## src/hw/idecPkg.sv

```systemverilog
// Reduced private opcode map for the 48-bit core, not the full production encoding
`default_nettype none

package idecPkg;

    // ====================
    // Widths
    // ====================
    localparam int InstrW = 48;
    localparam int TagW   = 5;
    localparam int RegW   = 5;
    localparam int ConstW = 64;

    // Instruction field positions
    localparam int OpHi    = 5;
    localparam int OpLo    = 0;
    localparam int FnHi    = 31;
    localparam int FnLo    = 26;
    localparam int DispHi  = 31;
    localparam int DispLo  = 21;
    localparam int LxSzHi  = 21;
    localparam int LxSzLo  = 18;
    localparam int SxSzHi  = 16;
    localparam int SxSzLo  = 13;
    localparam int LongBit = 6;
    localparam int DirBit  = 7;

    // Branch to self, forward and backward forms
    localparam logic [10:0] LoopDispFwd  = 11'h7FE;
    localparam logic [10:0] LoopDispBack = 11'h7FF;

    // ====================
    // Encodings
    // ====================
    typedef enum logic [5:0] {
        OpBrk   = 6'd0,
        OpR2    = 6'd2,
        OpAddi  = 6'd4,
        OpCmpi  = 6'd6,
        OpAndi  = 6'd8,
        OpOri   = 6'd9,
        OpMuli  = 6'd12,
        OpDivi  = 6'd13,
        OpFloat = 6'd15,
        OpJal   = 6'd24,
        OpCall  = 6'd25,
        OpLb    = 6'd32,
        OpLbu   = 6'd33,
        OpLx    = 6'd34,
        OpJmp   = 6'd40,
        OpRet   = 6'd41,
        OpBcc   = 6'd48,
        OpSb    = 6'd56,
        OpSx    = 6'd57
    } opcode_e;

    typedef enum logic [5:0] {
        FnAdd = 6'd4,
        FnSub = 6'd5,
        FnCmp = 6'd6,
        FnAnd = 6'd8,
        FnOr  = 6'd9,
        FnMin = 6'd44,
        FnMax = 6'd45,
        FnRti = 6'd55,
        FnMul = 6'd58,
        FnDiv = 6'd62
    } funct_e;

    typedef enum logic [2:0] {
        SzByte  = 3'd0,
        SzWyde  = 3'd1,
        SzTetra = 3'd2,
        SzOcta  = 3'd3,
        SzHexi  = 3'd4
    } memSize_e;

    // ====================
    // Decode bus
    // ====================
    typedef struct packed {
        logic debugOn;
        logic predOn;
    } cfg_t;

    typedef struct packed {
        logic alu;
        logic alu0Only;
        logic fpu;
        logic flowCtrl;
        logic branch;
        logic jmp;
        logic updateBtb;
        logic rfw;
        logic prfw;
    } unitFlags_t;

    typedef struct packed {
        logic     load;
        logic     store;
        logic     mem;
        logic     preload;
        logic     canExc;
        memSize_e memSize;
    } memFlags_t;

    typedef struct packed {
        logic              hasConst;
        logic [ConstW-1:0] constVal;
        logic [2:0]        len;
    } constInfo_t;

    typedef struct packed {
        unitFlags_t unit;
        memFlags_t  memf;
        constInfo_t cinfo;
    } decodeBus_t;

    // Load and store groups are needed by several classifiers
    function automatic logic isLoadOp(opcode_e op);
        return (op == OpLb) || (op == OpLbu) || (op == OpLx);
    endfunction

    function automatic logic isStoreOp(opcode_e op);
        return (op == OpSb) || (op == OpSx);
    endfunction

endpackage

`default_nettype wire

```

## src/hw/idecCfgRegs.sv

```systemverilog
// Mode bits change only on a write strobe; a new value steers the decode from the next edge on
`timescale 1ns/1ps
`default_nettype none

module idecCfgRegs import idecPkg::*; (
    input  wire logic clk,
    input  wire logic rst_i,
    input  wire logic cfgWe_i,
    input  wire cfg_t cfgData_i,
    output cfg_t      cfg_o
);

    // Debug mode and predication bits
    cfg_t cfgQ;

    always_ff @(posedge clk) begin
        if (rst_i) begin
            cfgQ <= '0;
        end else if (cfgWe_i) begin
            cfgQ <= cfgData_i;
        end
    end

    assign cfg_o = cfgQ;

endmodule

`default_nettype wire

```

## src/hw/idecConstExtract.sv

```systemverilog
// Combinational; constVal is formed for every instruction and only meaningful when hasConst is set
`timescale 1ns/1ps
`default_nettype none

module idecConstExtract import idecPkg::*; (
    input  wire logic [InstrW-1:0] instr_i,
    input  wire logic              predOn_i,
    output constInfo_t             cinfo_o
);

    opcode_e     op;
    logic        isStore;
    logic [29:0] longImm;
    logic [13:0] shortImm;

    assign op      = opcode_e'(instr_i[OpHi:OpLo]);
    assign isStore = isStoreOp(op);

    // Stores have the data register in 22:18 so the constant is split around it
    assign longImm  = isStore ? {instr_i[47:23], instr_i[17:13]} : instr_i[47:18];
    assign shortImm = isStore ? {instr_i[31:23], instr_i[17:13]} : instr_i[31:18];

    always_comb begin
        cinfo_o = '0;
        case (op)
            OpAddi, OpAndi, OpOri, OpMuli, OpDivi: cinfo_o.hasConst = 1'b1;
            OpJal, OpCall, OpRet:                  cinfo_o.hasConst = 1'b1;
            default: cinfo_o.hasConst = isLoadOp(op) || isStore;
        endcase

        // Long form uses the upper parcel
        if (instr_i[LongBit]) begin
            cinfo_o.constVal = {{(ConstW-30){longImm[29]}}, longImm};
        end else begin
            cinfo_o.constVal = {{(ConstW-14){shortImm[13]}}, shortImm};
        end

        // Length in parcels, low bit flags the predicate prefix
        case (instr_i[7:6])
            2'b00:   cinfo_o.len = 3'd4 | {2'b00, predOn_i};
            2'b01:   cinfo_o.len = 3'd6 | {2'b00, predOn_i};
            default: cinfo_o.len = 3'd2 | {2'b00, predOn_i};
        endcase
    end

endmodule

`default_nettype wire

```

## src/hw/idecMemExcClass.sv

```systemverilog
// Combinational; in debug mode every instruction is marked as able to raise an exception
`timescale 1ns/1ps
`default_nettype none

module idecMemExcClass import idecPkg::*; (
    input  wire logic [InstrW-1:0] instr_i,
    input  wire logic [RegW-1:0]   rt_i,
    input  wire logic              debugOn_i,
    output memFlags_t              memf_o
);

    opcode_e     op;
    funct_e      fn;
    logic        isLoad;
    logic        isStore;
    logic        isMem;
    logic [10:0] brDisp;
    logic        selfLoop;

    assign op      = opcode_e'(instr_i[OpHi:OpLo]);
    assign fn      = funct_e'(instr_i[FnHi:FnLo]);
    assign isLoad  = isLoadOp(op);
    assign isStore = isStoreOp(op);
    // RET pops its return address from memory
    assign isMem   = isLoad || isStore || (op == OpRet);
    assign brDisp  = instr_i[DispHi:DispLo];

    // Branch only faults when it targets itself
    assign selfLoop = instr_i[DirBit] ? (brDisp == LoopDispBack) : (brDisp == LoopDispFwd);

    // Size field shared by the LX and SX forms
    function automatic memSize_e sizeFromField(logic [3:0] szField);
        memSize_e sz;
        if (szField == 4'b1000) begin
            sz = SzHexi;
        end else if (szField[2]) begin
            sz = SzOcta;
        end else if (szField[1]) begin
            sz = SzTetra;
        end else if (szField[0]) begin
            sz = SzWyde;
        end else begin
            sz = SzOcta;
        end
        return sz;
    endfunction

    // ====================
    // Memory class
    // ====================
    always_comb begin
        memf_o         = '0;
        memf_o.load    = isLoad;
        memf_o.store   = isStore;
        memf_o.mem     = isMem;
        memf_o.preload = isLoad && (rt_i == '0);
        case (op)
            OpLb, OpLbu, OpSb: memf_o.memSize = SzByte;
            OpLx:              memf_o.memSize = sizeFromField(instr_i[LxSzHi:LxSzLo]);
            OpSx:              memf_o.memSize = sizeFromField(instr_i[SxSzHi:SxSzLo]);
            default:           memf_o.memSize = SzOcta;
        endcase

        // Exception capability
        if (debugOn_i) begin
            memf_o.canExc = 1'b1;
        end else begin
            case (op)
                OpFloat, OpMuli, OpDivi: memf_o.canExc = 1'b1;
                OpR2: begin
                    memf_o.canExc = (fn == FnMul) || (fn == FnDiv) || (fn == FnRti);
                end
                OpBcc:   memf_o.canExc = selfLoop;
                default: memf_o.canExc = isMem;
            endcase
        end
    end

endmodule

`default_nettype wire

```

## src/hw/idecOutStage.sv

```systemverilog
// Captures on every edge with no stall; the consumer must take each word while idv_o is high
`timescale 1ns/1ps
`default_nettype none

module idecOutStage import idecPkg::*; (
    input  wire logic            clk,
    input  wire logic            rst_i,
    input  wire unitFlags_t      unit_i,
    input  wire memFlags_t       memf_i,
    input  wire constInfo_t      cinfo_i,
    input  wire logic [TagW-1:0] id_i,
    input  wire logic            idv_i,
    output decodeBus_t           bus_o,
    output logic [TagW-1:0]      id_o,
    output logic                 idv_o
);

    decodeBus_t busD;

    // Assemble the decode word
    always_comb begin
        busD       = '0;
        busD.unit  = unit_i;
        busD.memf  = memf_i;
        busD.cinfo = cinfo_i;
    end

    // ====================
    // Output register
    // ====================
    always_ff @(posedge clk) begin
        if (rst_i) begin
            bus_o <= '0;
            id_o  <= '0;
            idv_o <= 1'b0;
        end else begin
            bus_o <= busD;
            id_o  <= id_i;
            idv_o <= idv_i;
        end
    end

endmodule

`default_nettype wire

```

## src/hw/idecTop.sv

```systemverilog
// One instruction per cycle, one cycle latency, no back-pressure; config writes act one edge later
`timescale 1ns/1ps
`default_nettype none

module idecTop import idecPkg::*; (
    input  wire logic              clk,
    input  wire logic              rst_i,
    input  wire logic [InstrW-1:0] instr_i,
    input  wire logic [RegW-1:0]   rt_i,
    input  wire logic [TagW-1:0]   id_i,
    input  wire logic              idv_i,
    input  wire logic              cfgWe_i,
    input  wire cfg_t              cfgData_i,
    output decodeBus_t             bus_o,
    output logic [TagW-1:0]        id_o,
    output logic                   idv_o
);

    cfg_t       cfg;
    unitFlags_t unit;
    memFlags_t  memf;
    constInfo_t cinfo;

    idecCfgRegs idecCfgRegs_i (
        .clk       (clk),
        .rst_i     (rst_i),
        .cfgWe_i   (cfgWe_i),
        .cfgData_i (cfgData_i),
        .cfg_o     (cfg)
    );

    // Classifiers
    idecUnitClass idecUnitClass_i (
        .instr_i (instr_i),
        .rt_i    (rt_i),
        .unit_o  (unit)
    );

    idecMemExcClass idecMemExcClass_i (
        .instr_i   (instr_i),
        .rt_i      (rt_i),
        .debugOn_i (cfg.debugOn),
        .memf_o    (memf)
    );

    idecConstExtract idecConstExtract_i (
        .instr_i  (instr_i),
        .predOn_i (cfg.predOn),
        .cinfo_o  (cinfo)
    );

    idecOutStage idecOutStage_i (
        .clk     (clk),
        .rst_i   (rst_i),
        .unit_i  (unit),
        .memf_i  (memf),
        .cinfo_i (cinfo),
        .id_i    (id_i),
        .idv_i   (idv_i),
        .bus_o   (bus_o),
        .id_o    (id_o),
        .idv_o   (idv_o)
    );

endmodule

`default_nettype wire

```

## src/hw/idecUnitClass.sv

```systemverilog
// Combinational; rfw is suppressed for target register zero, opcodes outside the map act as ALU
`timescale 1ns/1ps
`default_nettype none

module idecUnitClass import idecPkg::*; (
    input  wire logic [InstrW-1:0] instr_i,
    input  wire logic [RegW-1:0]   rt_i,
    output unitFlags_t             unit_o
);

    opcode_e op;
    funct_e  fn;
    logic    rfwRaw;

    assign op = opcode_e'(instr_i[OpHi:OpLo]);
    assign fn = funct_e'(instr_i[FnHi:FnLo]);

    always_comb begin
        unit_o     = '0;
        unit_o.alu = 1'b1;
        rfwRaw     = 1'b0;
        case (op)
            // ====================
            // Flow control
            // ====================
            OpBrk: begin
                unit_o.alu       = 1'b0;
                unit_o.flowCtrl  = 1'b1;
                unit_o.updateBtb = 1'b1;
            end
            OpBcc: begin
                unit_o.alu      = 1'b0;
                unit_o.flowCtrl = 1'b1;
                unit_o.branch   = 1'b1;
            end
            OpJmp: begin
                unit_o.alu      = 1'b0;
                unit_o.flowCtrl = 1'b1;
                unit_o.jmp      = 1'b1;
            end
            // Calculated or unknown targets refresh the BTB
            OpJal, OpRet: begin
                unit_o.alu       = 1'b0;
                unit_o.flowCtrl  = 1'b1;
                unit_o.updateBtb = 1'b1;
                rfwRaw           = 1'b1;
            end
            OpCall: begin
                unit_o.alu      = 1'b0;
                unit_o.flowCtrl = 1'b1;
                rfwRaw          = 1'b1;
            end
            // ====================
            // Compute
            // ====================
            OpFloat: begin
                unit_o.alu = 1'b0;
                unit_o.fpu = 1'b1;
            end
            OpR2: begin
                case (fn)
                    FnRti: begin
                        unit_o.alu       = 1'b0;
                        unit_o.flowCtrl  = 1'b1;
                        unit_o.updateBtb = 1'b1;
                    end
                    // Compare writes the predicate file only
                    FnCmp: unit_o.prfw = 1'b1;
                    FnMul, FnDiv, FnMin, FnMax: begin
                        unit_o.alu0Only = 1'b1;
                        rfwRaw          = 1'b1;
                    end
                    default: rfwRaw = 1'b1;
                endcase
            end
            OpCmpi: unit_o.prfw = 1'b1;
            OpMuli, OpDivi: begin
                unit_o.alu0Only = 1'b1;
                rfwRaw          = 1'b1;
            end
            OpAddi, OpAndi, OpOri: rfwRaw = 1'b1;
            default: rfwRaw = isLoadOp(op);
        endcase
        // Writes to r0 are discarded
        unit_o.rfw = rfwRaw && (rt_i != '0);
    end

endmodule

`default_nettype wire

```

## config.mk

```make
export PLATFORM = sky130hd
export DESIGN_NAME = idecTop
export DESIGN_NICKNAME = d
export VERILOG_FILES = /design/src/hw/idecPkg.sv /design/src/hw/idecCfgRegs.sv /design/src/hw/idecConstExtract.sv /design/src/hw/idecMemExcClass.sv /design/src/hw/idecOutStage.sv /design/src/hw/idecTop.sv /design/src/hw/idecUnitClass.sv
export SDC_FILE = /design/constraint.sdc
export NUM_CORES = 1
export LEC_CHECK = 0
export ABC_CLOCK_PERIOD_IN_PS = 1700
export BUFFER_PORTS_ARGS = -buffer_cell sky130_fd_sc_hd__buf_2
export CORE_MARGIN = 5
export CORE_UTILIZATION = 42
export DETAILED_ROUTE_END_ITERATION = 8
export PLACE_DENSITY = 0.9
export SYNTH_ARGS = -nofsm -noshare
export SYNTH_HDL_FRONTEND = slang
export SYNTH_SLANG_ARGS = --single-unit
```

## constraint.sdc

```tcl
create_clock -name clk -period 1.7 [get_ports clk]
set_clock_uncertainty 0.15 [all_clocks]
set_input_delay 0.255 -clock clk [delete_from_list [all_inputs] [get_ports clk]]
set_output_delay 0.255 -clock clk [all_outputs]
set_load 0.005 [all_outputs]
```

---- Yosys cells after proc, flatten, opt, wreduce, memory -nomap -nowiden ----
Index checks and enable logic that the tools add are counted.
storage, ports and cells
  word-level logic and storage cells ...... 105
  latch bits .............................. 0
  register bits ........................... 93
  input port bits ......................... 64
  output and inout bits ................... 91
  memory bits (writable) .................. 0
  ROM bits ................................ 0
  memories ................................ 0
cells by class
  bitwise logic cells ..................... 0
  $mul .................................... 0
  reduce and logical (&&, ||, !) cells .... 23
  $lt $le $gt $ge ......................... 0
  multiplexer cells ....................... 31
  $add $sub $neg .......................... 0
  div/mod/pow operators ................... 0
  shift operators ......................... 0
  equality and inequality tests ........... 29
operator list
  cell                                                  count
  equality test 6 bit (second input constant)           13
  2-to-1 mux 64 bit                                     1
  equality test 6 x 4 -> 1 bit (second input constant)  5
  equality test 11 bit (second input constant)          2
  equality test 6 x 3 -> 1 bit (second input constant)  3
  2-to-1 mux 3 bit                                      6
  equality test 6 x 5 -> 1 bit (second input constant)  2
  2-to-1 mux 1 bit                                      11
  2-to-1 mux 5 bit                                      2
  one-hot mux 1 bit (2 select lines)                    5
  one-hot mux 3 bit (3 select lines)                    1
  OR reduction 3 bit                                    3
  equality test 4 bit (second input constant)           2
  OR reduction 8 bit                                    1
  logical OR 1 bit                                      7
  OR reduction 7 bit                                    1
  equality test 6 x 2 -> 1 bit (second input constant)  1
  zero test 6 bit                                       1
  one-hot mux 1 bit (3 select lines)                    2
  one-hot mux 3 bit (2 select lines)                    1
  OR reduction 6 bit                                    1
  zero test 5 bit                                       1
  nonzero test 5 bit                                    1
  OR reduction 5 bit                                    1
  6 further kinds                                       9

---- Longest topological paths before layout ----
Gate-level depths: netlist of run 1.
  depth after elaboration ................. 7
  mapped depth ............................ 6
  depth with buffers taken out ............ 4

---- By module ----
A second synthesis of run 1 with hierarchy kept.
second synthesis, totals
  cells, all modules ...................... 394
  area total of the unflattened synthesis .. 4,342.9 um^2
by module, submodules not included
  module            cells each  sequential area each (um^2)  area each (um^2)  times used
  idecOutStage      192         1,821.7                      2,976.6           1
  idecConstExtract  98          0.0                          635.6             1
  idecUnitClass     47          0.0                          352.8             1
  idecMemExcClass   51          0.0                          310.3             1
  idecCfgRegs       6           40.0                         67.6              1

---- Least setup slack after synthesis of run 1 ----
Ideal clock, no wire load.
  path type ............................... input-to-reg
  from .................................... input port instr_i[4]
  to ...................................... register, netlist name idecOutStage_i.bus_o[77]
  setup slack ............................. 77 ps
  path buffers ............................ 1
  stages on the path ...................... 5
  data required time ...................... 1,459 ps
  data arrival time ....................... 1,382 ps
  library setup time ...................... 91 ps
  cells stage by stage .................... buf_6 > or4b_4 > a211oi_4 > nand2b_1 > a311oi_1
on the way
  longest elaborated chain between the ends .. 5
  elaborated cells between the ends (all ways) .. 23
  those cells by class .................... eq/ne (16); mux (1); reduce/logical (6)
ends and longest elaborated chain
  element                                                                     line                 RTL
  from (decl)                                                                 idecTop.sv:8         input wire logic [InstrW-1:0] instr_i,
  parallel branches: the longest is 3 deep, another holds OR reduction 8 bit  n/a
  one-hot mux 1 bit (3 select lines) (*)                                      idecUnitClass.sv:22  case (op)
  logical AND 1 bit (*)                                                       idecUnitClass.sv:85  unit_o.rfw = rfwRaw && (rt_i != '0);
Every way passes the cells marked *.
A chain may end at the register's enable or synchronous reset.

---- Worst setup path in the final report of run 1 ----
  from .................................... input port instr_i[7]
  to ...................................... register, netlist name idecOutStage_i.bus_o[71]
on the way
  longest elaborated chain between the ends .. 3
ends and longest elaborated chain
  element                             line                   RTL
  2-to-1 mux 1 bit                    idecMemExcClass.sv:29  assign selfLoop = instr_i[DirBit] ? (brDisp == LoopDispBack) : (brDisp == LoopDispFwd);
  one-hot mux 1 bit (3 select lines)  idecMemExcClass.sv:68  case (op)
  2-to-1 mux 1 bit                    idecMemExcClass.sv:65  if (debugOn_i) begin
No other way between the ends.

==> results_dict.tcl, run 1 <==
set metrics [dict create \
    wl_per_cell_microns 14.8 \
    synth_most_common_cell "dfxtp_1" \
    num_io_pins 155 \
    utilization_pct 60.3 \
    antenna_cells 0 \
    period_minus_slack_ns 1.53 \
    htree_num_levels 3 \
    power_density_mw_per_mm2 984 \
    ys_seq_area_share_pct 48.0 \
    worstHoldStart "id_i[0]" \
    fin_nets 472 \
    cp_max_fo 3 \
    worstSetupPathType "in2reg" \
    fin_crit_sh_pct 89.9 \
    fmax_mhz 654 \
    net-switching-power_mw 0.826 \
    clkSlewWorstSetupHoldPaths_ns 0.07 \
    synthToLayoutAreaGrowth_pct 37.4 \
    min_to "idecOutStage_i.id_o[0]" \
    cp.arrival_ns 1.60 \
    drv_cap 0 \
    overflow 0 \
    async_reset_ff_share_pct 0 \
    met1Wirelength_microns 2770 \
    rr_worst_depth 3 \
    routed_via_density 4.86 \
    grt_pass1_vias 2308 \
    netlist_top_cells_area "dfxtp_1, buf_4, nor2b_1" \
    dpl_cell_area_sq_mm 0.00310 \
    drive_gt1_share_pct 46.0 \
    syn_inst 276 \
    clockRootBuffer "clkbuf_8" \
    die_h_microns 86.5 \
    grt_setup_unrepaired "no" \
    rows 27 \
    setup_violations 0 \
    firstDrtPassIters 5 \
    synth-seq-cells 59 \
    post_cts_buffers 0 \
    route.met2.wl_microns 3650 \
    cts_inserted_buffers 9 \
    cts_hold_buf 5 \
    syn_area_sq_mm 0.00246 \
    yosys-top-cells-count "dfxtp_1, buf_4, nand2_1" \
    cp.required_ns 1.78 \
    clock_sinks 59 \
    grt_max_degree 36 \
    cts_tree "done" \
    grt_first_pass_wirelength_microns 11200 \
    antenna_left 0 \
    synth_top_area_cell "dfxtp_1" \
    hpwl_microns 5530 \
    drt-initial-drc-count 60 \
    startpoint_type "primary input" \
    worst_slew_pin_slew_ns 0.479 \
    synth-edff-count 0 \
    drc 0 \
    relSlewSlack_pct 67.8 \
    min_path_cells 2 \
    wirelength_microns 7160 \
    routabilityCongestion 0.919 \
    antenna_found_initial 0 \
    synthFlopType "dfxtp_1" \
    peakVddDrop_uv 514 \
    p_sw_share_pct 24.8 \
    regToRegEndpoint "idecOutStage_i.bus_o[71]" \
    vias 2359 \
    clockPowerShare_pct 42.6 \
    leakage_nw 1.69 \
    cts_resized 0 \
    avgSynthCellArea_sq_um 8.91 \
    track_usage_pct 19.0 \
    start_util_pct 43.9 \
    clk_latency_ns 0.33 \
    regToRegSetupSlack_ns 0.61 \
    hold_class "in2reg" \
    regToRegStartpoint "idecCfgRegs_i.cfg_o[1]" \
    final_area_sq_mm 0.00338 \
    cts_buffer_depth 2 \
    whs_ns 0.0122 \
    synth_top_area_share_pct 48.0 \
    hold_viol_final 0 \
    yosys_warnings 0 \
    core_sq_mm 0.00561 \
    fill_cells 482 \
    ys_types 45 \
    status "finished, final reports clean" \
    top_layer "met4" \
    worst_setup_path_end_kind "flop" \
    slew_viol_final 0 \
    port_buffers 149 \
    die_area_sq_mm 0.00749 \
    die_x_microns 86.5 \
    synth_fp_nets 340 \
    p_comb_share_pct 13.3 \
    p_int_mw 2.50 \
    dr_wl_met3_microns 668 \
    seq_power_share_pct 44.1 \
]
worst max path at each step:
stage,start,end,depth (start not counted)
detailed placement,instr_i[4],idecOutStage_i.bus_o[77],5
global route,instr_i[7],idecOutStage_i.bus_o[71],6
CTS,instr_i[7],idecOutStage_i.bus_o[71],6
global placement,instr_i[4],idecOutStage_i.bus_o[71],5
floorplan,instr_i[4],idecOutStage_i.bus_o[77],5
finish,instr_i[7],idecOutStage_i.bus_o[71],6
cells by family after synthesis:
| group | count (synthesis) | share of synthesized area, % |
|---|---|---|
| xor gates and xnor gates | 3 | 1.07 |
| and+or+nand+nor | 110 | 23.8 |
| DFF | 59 | 48.0 |
| buffers and inverters | 52 | 13.6 |
| AOI/OAI and AO/OA | 49 | 12.3 |
| muxes | 3 | 1.27 |
worst max-delay path, cell delays in order:
cell and delay [ns]:
dlygate4sd3_1 0.53, buf_2 0.14, xor2_1 0.18, nor3b_1 0.08, a22o_1 0.20, a31o_2 0.23
layout by cell type (no fill, tap or decap), types with 3 or more instances in the layout:
cell / synthesis / final
a21oi_1: 27 / 27
buf_2: 4 / 149
buf_4: 34 / 18
clkbuf_8: 0 / 9
dfxtp_1: 59 / 59
dlygate4sd3_1: 0 / 6
nand2_1: 31 / 31
nand2b_1: 5 / 5
nand3_1: 3 / 3
nor2_1: 23 / 23
nor2b_1: 22 / 22
nor3_1: 5 / 5
nor3b_1: 3 / 3
nor4_1: 4 / 4
o21ai_0: 7 / 7
xor2_1: 3 / 3
per-layer routing:
| layer | global-route usage, % | up-vias |
|---|---|---|
| li1 | - | 1158 |
| met4 | 8.64 | 0 |
| met2 | 33.0 | 124 |
| met5 | 0 | - |
| met3 | 4.18 | 6 |
| met1 | 22.0 | 1071 |
final cells by class:
class / instances / area (sq um) / share of cell area, %
sequential: 59 / 1180 / 34.9
multi-input combinational: 165 / 943 / 27.9
timing repair buffer: 173 / 941 / 27.8
clock buffer: 9 / 124 / 3.66
clock inverter: 7 / 101 / 3.00
tap: 72 / 90.1 / 2.66
flip-flops by register name (all words and copies together), names as in the netlist:
signal                count
idecCfgRegs_i.cfg_o       2
idecOutStage_i.idv_o      1
idecOutStage_i.id_o       5
idecOutStage_i.bus_o     51
through the flow:
step | setup slack, ns | total power, mW | setup TNS, ns | std cells
after floorplan | 0.0766 | 1.75 | 0 | 276
after global placement | -0.00971 | 1.91 | -0.00971 | 463
after detailed placement | -0.0666 | 1.93 | -0.134 | 463
after CTS | 0.142 | 3.35 | 0 | 484
after global routing | 0.112 | 3.48 | 0 | 485
final | 0.171 | 3.33 | 0 | 485
power groups by stage:
| stage | sequential (mW) | clock [mW] | combinational [mW] |
|---|---|---|---|
| final | 1.47 | 1.42 | 0.443 |
| after global placement | 1.50 | 0 | 0.418 |
| after detailed placement | 1.50 | 0 | 0.432 |
| after global routing | 1.47 | 1.52 | 0.490 |
| after floorplan | 1.52 | 0 | 0.230 |
| after CTS | 1.47 | 1.44 | 0.444 |
(Power assumes the default switching activity.)
==> inputs of run 2 (changes only) <==
ABC_AREA = 1   (was not set)
ABC_CLOCK_PERIOD_IN_PS = 1950   (was 1700)
CORE_UTILIZATION = 46   (was 42)
PLACE_DENSITY = 0.95   (was 0.9)
clock period = 1.95 ns   (was 1.7 ns; I/O delays follow)
==> run 2 against run 1 <==
  * Clock-buffer cell count up 3
  * Synthesized cell count up 20%
  * Highest routed layer unchanged
  * Routed wire length down 9.5%
  * Sequential share of layout area up 0.83 points
  * Worst setup slack better by 0.29 ns
  * Global-route usage down 0.13 points
  * Hold slack better by 0.015 ns
  * Critical path depth up 4
  * Combinational power down 18%
  * Core utilization up 0.42 points
  * Clock power down 35%
  * Total power down 23%
==> results_dict.tcl, run 2 <==
set metrics [dict create \
    clk_latency_ns 0.32 \
    peakVddDrop_uv 443 \
    synthMuxAreaShare_pct 0 \
    final_cell_mix "buf_2, dfxtp_1, nand2_1" \
    relSlewSlack_pct 64.7 \
    power_density_mw_per_mm2 777 \
    die_area_sq_mm 0.00710 \
    synthToLayoutAreaGrowth_pct 30.3 \
    grt_pass1_vias 2427 \
    hpwl_microns 5040 \
    utilization_pct 60.7 \
    synth_top_area_cell "dfxtp_1" \
    drv_cap 0 \
    synth_simple_gate_area_share_pct 25.4 \
    drc 0 \
    final_cells 532 \
    slew_viol_final 0 \
    synth_top_area_share_pct 46.6 \
    slowest_stage "dlygate4sd3_1" \
    cts_tree "done" \
    synth_top_family_by_area "simple AND/OR/NAND/NOR gates" \
    yosys.area_share.adder_pct 0 \
    cts_inserted_buffers 9 \
    whs_ns 0.0269 \
    grt_setup_unrepaired "no" \
    cp.arrival_ns 1.54 \
    synth_compound_area_share_pct 9.03 \
    cts_resized 0 \
    antenna_left 0 \
    cp_common_cell "nor2_1" \
    synth_most_common_cell "dfxtp_1" \
    rows 27 \
    worst_slew_pin_slew_ns 0.528 \
    port_buffers 149 \
    grt_max_degree 36 \
    final_common_cell "buf_2" \
    cp_slowest_stage_delay_ns 0.53 \
    cts_hold_buf 6 \
    worstSetupPathType "in2reg" \
    track_usage_pct 18.8 \
    drive_gt1_share_pct 39.8 \
    routed_via_density 4.64 \
    cts_buffer_depth 2 \
    die_x_microns 84.2 \
    worst_setup_path_end_kind "flop" \
    net-switching-power_mw 0.653 \
    cp_max_fo 3 \
    clockRootBuffer "clkbuf_8" \
    synth-edff-count 0 \
    antenna_cells 0 \
    firstDrtPassIters 6 \
    largest_register_ff_count 51 \
    p_comb_share_pct 14.2 \
    clockPowerShare_pct 35.9 \
    ys_seq_area_share_pct 46.6 \
    vias 2468 \
    leakage_nw 1.89 \
    wirelength_microns 6480 \
    routabilityCongestion 0.910 \
    p_sw_share_pct 25.5 \
    seq_power_share_pct 49.9 \
    synth_fp_nets 396 \
    totalPowerFinal_mw 2.57 \
    synthFlopType "dfxtp_1" \
    clkSlewWorstSetupHoldPaths_ns 0.06 \
    drt-initial-drc-count 97 \
    hold_viol_final 0 \
    dp.cells 511 \
    synth-seq-cells 59 \
    p_int_mw 1.91 \
    crit_chain "dlygate4sd3_1 > buf_2 > inv_1 > nand2_1 > nand2_1 > nor2_1 > nand3_1 > nand3_1 > nor2_1 > nor2_1" \
    fin_nets 520 \
    num_io_pins 155 \
    antenna_found_initial 0 \
    die_h_microns 84.2 \
    htree_num_levels 3 \
    startpoint_type "primary input" \
    synth_xor_area_share_pct 0 \
    hold_class "in2reg" \
    largest_register "idecOutStage_i.bus_o" \
    fmax_mhz 671 \
    cp.required_ns 2.00 \
    fill_cells 464 \
    netlist_top_cells_area "dfxtp_1, buf_4, nand2_1" \
    fin_crit_sh_pct 76.4 \
    tns_ns 0 \
    syn_area_sq_mm 0.00253 \
    yosys-top-cells-count "dfxtp_1, nand2_1, nor2_1" \
    core_sq_mm 0.00544 \
    yosys_warnings 0 \
    start_util_pct 46.6 \
    clock_sinks 59 \
    async_reset_ff_share_pct 0 \
    grt_first_pass_wirelength_microns 10700 \
    overflow 0 \
    period_minus_slack_ns 1.49 \
    post_cts_buffers 0 \
    wl_per_cell_microns 12.2 \
    ys_types 30 \
    setup_violations 0 \
    syn_inst 332 \
    avgSynthCellArea_sq_um 7.64 \
    status "finished, final reports clean" \
]
==> run 2: logic make-up (layout without fill, tap and decap cells) <==
group / after synthesis / count (layout)
buffers and inverters: 91 / 219
AND/OR/NAND/NOR: 138 / 138
flip-flops: 59 / 59
AO/OA/AOI/OAI: 44 / 44
==> run 2: through the flow <==
step	instance area, sq um	setup WS [ns]
floorplan	2530	0.426
detailed placement	3080	0.430
finish	3300	0.459
CTS	3300	0.445
global placement	3080	0.465
global route	3300	0.358
==> run 2: routing by layer <==
layer  GRT usage [%]  routed length (microns)  part of all wire (%)
met4            8.92                      166                   2.6
met3            7.75                      736                    11
met5               0                        0                     0
met2            33.9                     3330                    51
met1            18.7                     2250                    35
==> run 2: final timing paths <==
kind         depth (start not counted)  slack (ns)                       end                   start
max reg2reg                          4        1.05  idecOutStage_i.bus_o[71]  idecCfgRegs_i.cfg_o[1]
min                                  3        0.03    idecOutStage_i.id_o[1]                 id_i[1]
min reg2reg                          2        0.28   idecOutStage_i.bus_o[0]  idecCfgRegs_i.cfg_o[0]
max                                 10        0.46  idecOutStage_i.bus_o[71]              instr_i[7]
==> run 2: critical path, delay by kind of cell <==
kind / cells / cell delay (ns)
and+or+nand+nor: 7 / 0.48
buffers and inverters: 3 / 0.76
==> run 2: power groups by stage <==
| stage | registers, mW | logic [mW] | clock network (mW) |
|---|---|---|---|
| 4_1_cts | 1.28 | 0.367 | 0.966 |
| 2_1_floorplan | 1.32 | 0.198 | 0 |
| 6_report | 1.28 | 0.363 | 0.922 |
| 3_3_place_gp | 1.30 | 0.346 | 0 |
| 3_5_place_dp | 1.31 | 0.356 | 0 |
| 5_1_grt | 1.28 | 0.409 | 1.03 |
==> run 2: area by class of cell <==
type	instances	area, sq um	area share, %
repair buffers	157	821	24.9
inverters	47	178	5.38
well taps	72	90.1	2.73
flip-flops and latches	59	1180	35.8
clock buffers	12	145	4.40
multi-input cells	182	872	26.4
clock inverters	3	15.0	0.455
